**config.mk**
```make
export PLATFORM = sky130hd
export DESIGN_NAME = dcache_req_decode
export DESIGN_NICKNAME = d
export VERILOG_FILES = /design/src/source/dcache_pkg.sv /design/src/source/dcache_req_decode.sv
export VERILOG_INCLUDE_DIRS = /design/src /design/src/source
export SDC_FILE = /design/constraint.sdc
export NUM_CORES = 1
export LEC_CHECK = 0
export BUFFER_PORTS_ARGS = -buffer_cell sky130_fd_sc_hd__buf_2
export CORE_MARGIN = 2
export CORE_UTILIZATION = 38
export CTS_BUF_LIST = sky130_fd_sc_hd__clkbuf_8
export DETAILED_ROUTE_END_ITERATION = 6
export PLACE_DENSITY_LB_ADDON = 0.1
export SLEW_MARGIN = 5
export SYNTH_ARGS = -nofsm -noshare
export SYNTH_HDL_FRONTEND = slang
export SYNTH_SLANG_ARGS = --single-unit
```
**constraint.sdc**
```tcl
create_clock -name clock -period 2.91 [get_ports clock]
set_input_delay 0.4365 -clock clock [delete_from_list [all_inputs] [get_ports clock]]
set_output_delay 0.4365 -clock clock [all_outputs]
set_load 0.02 [all_outputs]
```
**src/source/dcache_consts.svh**
```systemverilog
// geometry of the 4-way data cache; the tag width follows from the other widths
`ifndef DCACHE_CONSTS_SVH
`define DCACHE_CONSTS_SVH

// byte address width on both bus ports
`define DC_ADDR_W 32

// sets per way
`define DC_NUM_SET 16

// set index bits as log2 of the set count
`define DC_IDX_W 4

// byte offset bits inside one 64-bit line that the cache ignores
`define DC_OFF_W 3

// whatever is left of the address above index and offset
`define DC_TAG_W (`DC_ADDR_W - `DC_IDX_W - `DC_OFF_W)

`endif
```
**src/source/dcache_pkg.sv**
```systemverilog
// shared types of the data cache; the way count is fixed at four by the tree LRU
`include "dcache_consts.svh"

package dcache_pkg;

  // address as seen by the cache with the tag on top
  typedef struct packed {
    logic [`DC_TAG_W-1:0] tag;
    logic [`DC_IDX_W-1:0] set_index;
    logic [`DC_OFF_W-1:0] offset;
  } dc_addr_t;

  // one stored line of a single 64-bit word
  typedef struct packed {
    logic                 valid;
    logic                 dirty;
    logic [`DC_TAG_W-1:0] tag;
    logic [63:0]          data;
  } dc_line_t;

  typedef enum logic {
    DC_OP_READ,
    DC_OP_WRITE
  } dc_op_e;

  // request held by the decode stage
  typedef struct packed {
    dc_op_e      op;
    dc_addr_t    addr;
    logic [63:0] wdata;
  } dc_req_t;

  typedef enum logic [1:0] {
    W0,
    W1,
    W2,
    W3
  } dc_way_e;

  // outcome of one lookup over all four ways
  typedef struct packed {
    logic     hit;
    dc_way_e  hit_way;
    dc_way_e  victim_way;
    dc_line_t victim;
  } dc_lookup_t;

  typedef enum logic [2:0] {
    IDLE,
    LOOKUP,
    WB_REQ,
    RF_REQ,
    FILL,
    DONE
  } dc_state_e;

endpackage

```
**src/source/dcache_req_decode.sv**
```systemverilog
// holds one Wishbone request until done; the master must keep stb high until ack
`timescale 1ns/1ns
`include "dcache_consts.svh"

module dcache_req_decode import dcache_pkg::*; (
  input  logic                 clock,
  input  logic                 reset,
  input  logic                 cyc,
  input  logic                 stb,
  input  logic                 we,
  input  logic [`DC_ADDR_W-1:0] adr,
  input  logic [63:0]          dat_w,
  input  logic                 done,
  output dc_req_t              req,
  output logic                 req_valid
);

  logic done_q;
  logic take;

  // the master still shows the old request while ack is out,
  // so skip the cycle right after done
  assign take = cyc && stb && !req_valid && !done_q;

  always_ff @(posedge clock) begin
    if (reset) begin
      req_valid <= 1'b0;
      done_q    <= 1'b0;
    end else begin
      done_q <= done;
      if (req_valid && done) begin
        req_valid <= 1'b0;
      end else if (take) begin
        req_valid <= 1'b1;
      end
    end
  end

  // request payload
  always_ff @(posedge clock) begin
    if (take) begin
      req.op    <= we ? DC_OP_WRITE : DC_OP_READ;
      req.addr  <= dc_addr_t'(adr);
      req.wdata <= dat_w;
    end
  end

  // the master may not withdraw a request before ack in classic Wishbone
  a_stb_held: assert property (
    @(posedge clock) disable iff (reset)
    req_valid |-> (cyc && stb)
  );

endmodule

```
==> run_results.csv, run 1 <==
group,metric,value,unit
run_status,outcome,"complete, no violations",
drt,wl_per_cell,14.43,um
yosys,synth_edf_count,97,
setup_path,end_kind,"register",
drt,detailroute.via_count,1757,
placement,hpwlAfterDp,4421,um
floorplanning,initial_utilization,0.3883,
grt,use_met1,0.1513,
pwr,p_leak,1.824,nW
layout,nets,417,
yosys,ys_seq_area_frac,0.9891,
placement,port_buffers,199,
setup_path,critPathArrivalTime,1.50,ns
layout,drive_above_1_share,0.6740,
yosys,yosys_warnings,0,
grt,top_usage_layer,"met2",
timing,setup_viol,0,
timing,min_period,1.517,ns
floorplanning,die_area,8581,um^2
placement,globalplace.congestion,0.7237,
drt,dr.pass1.iters,3,
yosys,ys_types,7,
flow_run,maxCapViolations,0,
floorplanning,die-height,92.64,um
clocking,clock_latency,0.34,ns
drt,vias_per_cell,4.173,
floorplanning,die_w,92.64,um
timing,fin_tns_setup,0,ns
grt,grt_pass1_wl,8549,um
grt,use_met3,0.05045,
timing,timing.fmax,0.6590,GHz
yosys,synth_area_leaders,"edfxtp_1 98%, dfxtp_1 1.3%, nand4bb_1 0.38%",
drt,wl,6075,um
timing,max_slew_margin,0.6684,
grt,antenna_found_initial,0,
setup_path,critPathKind,"register to register",
clocking,cts_sinks,99,
pwr,p_per_area,636.6,nW/um^2
yosys,synthCells,104,
yosys,synthTopCellsByCount,"97 x edfxtp_1, 2 x dfxtp_1",
setup_path,startpoint_type,"register",
grt,grt_max_degree,98,
clocking,cts_root_buf,"clkbuf_8",
clocking,cts_tree,"done",
setup_path,critPathMaxStageDelay,0.42,ns
yosys,synth-main-ff-cell,"edfxtp_1",
clocking,htreeDepth,3,
layout,syn_to_final_growth,45.35,%
yosys,synth_area_per_cell,28.71,um^2
yosys,synth_seq_cells,99,
yosys,synth.most_common_cell,"edfxtp_1",
setup_path,cp_slowest_cell,"buf_12",
pwr,max-vdd-ir-drop,0.0003408,V
clocking,clkTransAtPathRegs,0.09,ns
placement,placedCellCount,406,
timing,post-route-period-util,0.5215,
yosys,synth_top_area_frac,0.9757,
floorplanning,ios,200,
timing,hold_viol_final,0,
timing,tightest_slew,0.4974,ns
drt,drc,0,
setup_path,cp_cell_sequence,"nand4bb_1 > clkinvlp_4 > buf_12",
yosys,synth_nets,206,
yosys,synth_top_cell_by_area,"edfxtp_1",
layout,design_area,4339,um^2
grt,grt_overflow,0,
placement,dpl-instance-area,4133,um^2
clocking,postCtsHoldBufs,0,
floorplanning,design.core.area,7687,um^2
grt,grt_pass1_vias,1697,
grt,met2_usage,0.2342,
timing,slew_viol_final,0,
setup_path,cp_max_fo,97,
floorplanning,rows,32,
min_path,hp-class,"input port to register",
clocking,postCtsSetupRepairBufs,0,
clocking,numCtsBuffers,9,
layout,fin_cells,421,
clocking,clockBufferDepth,2,
timing,finClkSkew,0.009798,ns
yosys,synth-async-reset-ratio,0,
drt,ant_nets,0,
yosys,synth.cell_area,2985,um^2
timing,rsz0062_at_grt,"no",
grt,track_usage,0.1353,
setup_path,critPathRequiredTime,2.89,ns
layout,insertedDiodeCount,0,
drt,initialDrtViolationCount,49,
clocking,cts_resized,0,
worst max-delay path, delay by kind of cell (launching register included):
kind / cells / cell delay, ns
buffers and inverters: 2 / 0.56
flip-flops: 1 / 0.32
AND/OR/NAND/NOR: 1 / 0.25
final timing paths:
check                               start   endpoint  slack [ns]  cells after the start
worst max-delay path            req_valid    req[10]        1.39                      3
worst min-delay path            dat_w[19]    req[19]        0.26                      1
worst max register to register  req_valid    req[10]        1.39                      3
worst min register to register  req_valid  req_valid        0.48                      2
kinds of logic (layout without fill, tap and decap cells):
| kind of cell | Yosys count | count (layout) | synth area share |
|---|---|---|---|
| and+or+nand+nor | 3 | 3 | 0.007966 |
| AOI/OAI and AO/OA | 1 | 1 | 0.001675 |
| DFF | 99 | 99 | 0.9891 |
| buffers and inverters | 1 | 216 | 0.001256 |
layout by cell type, fill, tap and decap left out:
master	netlist	layout
edfxtp_1	97	97
dfxtp_1	2	2
buf_2	0	199
nand2b_1	1	1
nor2b_1	1	1
nand4bb_1	1	1
inv_1	1	1
clkinvlp_4	0	1
clkinv_4	0	1
clkinv_2	0	2
a21oi_1	1	1
buf_12	0	1
bufinv_16	0	2
clkbuf_8	0	9
layout make-up:
class / count / area [um^2]
well taps: 102 / 127.6
fillers: 654 / 3348
flip-flops and latches: 99 / 2953
multi-input cells: 4 / 28.78
repair buffers: 200 / 1016
clock inverters: 6 / 82.58
inverters: 1 / 7.507
clock buffers: 9 / 123.9
report_power, final:
part           switching (mW)  internal, mW  leakage [nW]
combinational           0.130        0.0842         0.800
clock                   0.429         0.475         0.110
sequential             0.0115          1.63         0.914
total                   0.571          2.19          1.82
per-layer routing:
layer	routed length, um	up-vias
met3	672	8
met1	2212	805
met2	3122	106
met5	0	-
li1	-	838
met4	69	0
state kept, by name, indices dropped and copies added, names as in the netlist:
register / flops
req: 97
done_q: 1
req_valid: 1
through the flow:
stage	total power [mW]	setup WS [ns]	hold WS, ns	util
4_1_cts	2.793	1.401	0.2438	0.5645
6_report	2.762	1.393	0.2639	0.5645
3_3_place_gp	1.890	1.288	0.4612	0.5376
3_5_place_dp	1.894	1.262	0.4776	0.5376
5_1_grt	2.863	1.326	0.2390	0.5645
2_1_floorplan	1.772	0.4236	0.5056	-
(Power assumes the default switching activity.)
==> inputs of run 2 (changes only) <==
Settings changed: ABC_AREA set to 1, CORE_UTILIZATION 38 to 43.
Clock period 2.91 ns to 1.56 ns, I/O delays scaled along.
==> run_results.csv, run 2 <==
group,metric,value,unit
run_status,outcome,"complete, no violations",
drt,ant_nets,0,
clocking,cts_tree,"done",
layout,largest_reg_flops,97,
yosys,synth.most_common_cell,"edfxtp_1",
clocking,clkTransAtPathRegs,0.08,ns
drt,dr.pass1.iters,4,
floorplanning,die_w,87.38,um
drt,drc,0,
clocking,numCtsBuffers,9,
timing,rsz0062_at_grt,"no",
yosys,synthTopCellsByCount,"97 x edfxtp_1, 2 x dfxtp_1, 2 x inv_1, 2 x nand2_1",
min_path,hp-class,"input port to register",
layout,final_common_cell,"buf_2",
setup_path,end_kind,"register",
grt,track_usage,0.1460,
pwr,max-vdd-ir-drop,0.0006577,V
floorplanning,ios,200,
layout,top_regs,"req x97, done_q x1, req_valid x1",
clocking,htreeDepth,3,
layout,syn_to_final_growth,45.67,%
yosys,synth.cell_area,2989,um^2
timing,timing.fmax,0.7545,GHz
timing,hold_viol_final,0,
clocking,cts_root_buf,"clkbuf_8",
timing,max_slew_margin,0.7995,
setup_path,cp_max_fo,24,
setup_path,rrSetupSlack,0.23,ns
layout,insertedDiodeCount,0,
timing,slew_viol_final,0,
drt,initialDrtViolationCount,73,
timing,post-route-period-util,0.8496,
timing,min_period,1.325,ns
flow_run,maxCapViolations,0,
drt,wl,5742,um
layout,final_cell_mix,"199 x buf_2, 97 x edfxtp_1, 9 x clkbuf_8, 3 x inv_1",
timing,fin_tns_setup,0,ns
setup_path,startpoint_type,"register",
yosys,synth_seq_cells,99,
grt,antenna_found_initial,0,
placement,globalplace.congestion,0.6980,
floorplanning,rows,30,
drt,wl_per_cell,14.21,um
yosys,synth_top_cell_by_area,"edfxtp_1",
layout,nets,422,
yosys,ys_types,8,
setup_path,critPathArrivalTime,1.34,ns
placement,port_buffers,199,
yosys,yosys_warnings,0,
placement,hpwlAfterDp,4360,um
grt,grt_overflow,0,
timing,finClkSkew,0.005550,ns
clocking,postCtsSetupRepairBufs,0,
floorplanning,die_area,7634,um^2
floorplanning,design.core.area,6756,um^2
clocking,cts_resized,0,
yosys,synth_area_leaders,"edfxtp_1 97%, dfxtp_1 1.3%, inv_1 0.25%",
clocking,cts_sinks,99,
pwr,p_per_area,1180,nW/um^2
timing,tightest_slew,0.3007,ns
pwr,p_leak,1.847,nW
timing,setup_viol,0,
clocking,clock_latency,0.33,ns
yosys,ys_seq_area_frac,0.9879,
floorplanning,initial_utilization,0.4424,
yosys,synth-async-reset-ratio,0,
drt,detailroute.via_count,1744,
clocking,clockBufferDepth,2,
yosys,synth_top_area_frac,0.9745,
layout,fillers,520,
grt,grt_pass1_vias,1674,
layout,drive_above_1_share,0.6698,
floorplanning,die-height,87.38,um
yosys,synth_area_per_cell,27.94,um^2
grt,grt_pass1_wl,7935,um
clocking,postCtsHoldBufs,0,
yosys,synthCells,107,
yosys,synth-main-ff-cell,"edfxtp_1",
setup_path,critPathRequiredTime,1.57,ns
grt,grt_max_degree,38,
setup_path,critPathKind,"register to register",
yosys,synth_nets,209,
drt,vias_per_cell,4.317,
placement,dpl-instance-area,4148,um^2
layout,design_area,4354,um^2
layout,largest_register,"req",
yosys,synth_edf_count,97,
run 2: cell count changes in the layout (fill, tap and decap cells not counted), sizes merged, moves of 2 or more:
cell,previous run,this run
inv,1,3
clkinv,3,1
nand2,0,2
buf,200,202
run 2: metal layers:
layer	wire length, um	GRT usage	part of all wire	vias up
met5	0	0	0	-
met4	107	0.08252	0.019	0
met3	626	0.06730	0.11	8
met2	3025	0.2417	0.53	112
met1	1983	0.1526	0.35	775
li1	-	-	-	849
run 2: where the power goes:
| part | total (mW) | switching [mW] | internal (mW) |
|---|---|---|---|
| Clock | 1.66 | 0.776 | 0.883 |
| Sequential | 3.07 | 0.0222 | 3.04 |
| Combinational | 0.412 | 0.246 | 0.166 |
| Total | 5.14 | 1.04 | 4.09 |
run 2: worst max-delay path, cell delays in order, from the launching register on:
cell	delay, ns
dfxtp_1	0.34
nor3_4	0.30
buf_4	0.37
run 2: final cells by class:
| class | instances | area (um^2) | share of cell area |
|---|---|---|---|
| timing repair buffer | 202 | 1044 | 0.2397 |
| clock inverter | 6 | 82.58 | 0.01897 |
| sequential | 99 | 2957 | 0.6790 |
| inverter | 2 | 7.507 | 0.001724 |
| multi-input combinational | 6 | 40.04 | 0.009195 |
| tap | 80 | 100.1 | 0.02299 |
| clock buffer | 9 | 123.9 | 0.02845 |
run 2: kinds of logic (layout without fill, tap and decap cells):
| logic type | Yosys count | count (layout) | synth area share |
|---|---|---|---|
| flip-flops | 99 | 99 | 0.9879 |
| AND/OR/NAND/NOR | 4 | 4 | 0.005440 |
| buffers and inverters | 2 | 219 | 0.002512 |
| AO/OA/AOI/OAI | 2 | 2 | 0.004185 |
run 2: path summary, 6_finish.rpt:
check	cells after the start	from	end
worst max-delay path	2	done_q	req[60]
worst min-delay path	2	reset	done_q
worst max register to register	2	done_q	req[60]
worst min register to register	3	req_valid	req_valid
run 2: through the flow:
step	worst slack (ns)	utilization	hold WS, ns	std cells	total power [mW]
final	0.2346	0.6444	0.06310	404	5.136
after global placement	0.1964	0.6139	0.4102	389	3.540
after detailed placement	0.1782	0.6139	0.4107	389	3.545
after global routing	0.1476	0.6444	0.02877	404	5.355
after CTS	0.2174	0.6444	0.04052	404	5.197
after floorplan	-1.583	-	0.3052	107	3.316
==> inputs of run 3 (changes only) <==
Clock period 1.56 ns to 1.3 ns, I/O delays scaled along.
==> run_results.csv, run 3 (synthesis results as in run 2) <==
group,metric,value,unit
run_status,outcome,"complete, no violations",
timing,layout_setup_ws,0.08028,ns
timing,fin_tns_setup,0,ns
flow_run,maxCapViolations,0,
min_path,min_path_cells,1,
setup_path,cp_cell_sequence,"nor3_4 > buf_4 > buf_12",
placement,globalplace.congestion,0.7210,
timing,hold_viol_final,0,
timing,post-route-period-util,0.9382,
pwr,p_per_area,1239,nW/um^2
timing,setup_viol,0,
setup_path,rr_worst_depth,3,
drt,wl,7162,um
pwr,max-vdd-ir-drop,0.0007327,V
timing,max_slew_margin,0.8764,
timing,slew_viol_final,0,
clocking,cts_tree,"done",
timing,rsz0062_at_grt,"no",
setup_path,critPathKind,"register to register",
layout,largest_reg_flops,97,
layout,final_common_cell,"buf_2",
layout,fin_cells,472,
setup_path,critPathArrivalTime,1.27,ns
placement,placedCellCount,393,
grt,grt_pass1_wl,9356,um
floorplanning,initial_utilization,0.4424,
placement,hpwlAfterDp,4701,um
clocking,numCtsBuffers,9,
floorplanning,die_w,87.38,um
clocking,cts_root_buf,"clkbuf_8",
clocking,postCtsHoldBufs,35,
grt,grt_pass1_vias,2046,
min_path,holdPathEnd,"req[15]",
timing,finClkSkew,0.006470,ns
clocking,clock_latency,0.35,ns
layout,final_cell_mix,"199 x buf_2, 97 x edfxtp_1, 63 x dlygate4sd3_1, 9 x clkbuf_8, 4 x buf_12",
drt,vias_per_cell,4.411,
timing,tightest_slew,0.1853,ns
setup_path,startpoint_type,"register",
drt,initialDrtViolationCount,64,
drt,wl_per_cell,15.17,um
layout,nets,489,
placement,dpl-instance-area,4203,um^2
layout,top_regs,"req x97, done_q x1, req_valid x1",
setup_path,r2r_start,"done_q",
min_path,hp-class,"input port to register",
timing,min_period,1.220,ns
pwr,p_leak,2.134,nW
clocking,clkTransAtPathRegs,0.09,ns
setup_path,r2r-end,"req[56]",
min_path,hold_path_startpoint,"dat_w[15]",
floorplanning,design.core.area,6756,um^2
setup_path,critPathMaxStageDelay,0.34,ns
layout,syn_to_final_growth,68.15,%
floorplanning,die-height,87.38,um
grt,grt_overflow,0,
layout,drive_above_1_share,0.5689,
drt,dr.pass1.iters,4,
setup_path,critPathRequiredTime,1.35,ns
grt,grt_max_degree,36,
placement,port_buffers,199,
layout,largest_register,"req",
layout,design_area,5026,um^2
clocking,cts_resized,0,
drt,drc,0,
clocking,postCtsSetupRepairBufs,0,
clocking,cts_sinks,99,
setup_path,rrSetupSlack,0.08,ns
setup_path,cp_max_fo,35,
grt,antenna_found_initial,0,
setup_path,cp_slowest_cell,"dfxtp_1",
setup_path,end_kind,"register",
floorplanning,die_area,7634,um^2
placement,pre_cts_ws,0.09691,ns
floorplanning,rows,30,
clocking,clockBufferDepth,2,
drt,detailroute.via_count,2082,
clocking,htreeDepth,3,
grt,track_usage,0.1720,
drt,ant_nets,0,
floorplanning,ios,200,
timing,timing.fmax,0.8199,GHz
layout,insertedDiodeCount,0,
==> run 3: layout make-up <==
class	instances	area [um^2]
Sequential cell	99	2957
Tap cell	80	100.1
Multi-Input combinational cell	6	40.04
Clock inverter	7	68.82
Inverter	2	7.507
Timing Repair Buffer	269	1729
Fill cell	420	1730
Clock buffer	9	123.9
==> run 3: layer usage <==
| metal | share of wire | track usage | wire length, um |
|---|---|---|---|
| met4 | 0.025 | 0.09510 | 177 |
| met1 | 0.32 | 0.1555 | 2281 |
| met5 | 0 | 0 | 0 |
| met2 | 0.57 | 0.3120 | 4050 |
| met3 | 0.091 | 0.07867 | 653 |
==> run 3: power by group <==
group          total [mW]  switching, mW  internal, mW
registers            3.68         0.0295          3.65
clock network        1.87          0.990         0.882
logic               0.674          0.334         0.340
==> run 3: through the flow <==
stage	power [mW]	hold slack, ns	utilization
2_1_floorplan	3.979	0.2662	-
4_1_cts	6.214	0.0008848	0.7024
5_1_grt	6.467	0.0002045	0.7439
6_report	6.228	0.01667	0.7439
3_5_place_dp	4.279	0.3714	0.6220
3_3_place_gp	4.269	0.3677	0.6220
==> run 3: worst max path at each step <==
stage / end / cells past startpoint / from
after floorplan: req[0] / 1 / req_valid
after global placement: req[59] / 3 / req_valid
after detailed placement: req[92] / 3 / req_valid
after CTS: req[56] / 3 / req_valid
after global routing: req[56] / 3 / req_valid
final: req[56] / 3 / done_q
==> run 3: worst max-delay path, delay by kind of cell (launching register included) <==
family                 cells  cell delay (ns)
AND/OR/NAND/NOR            1             0.19
buffers and inverters      2             0.37
flip-flops                 1             0.34
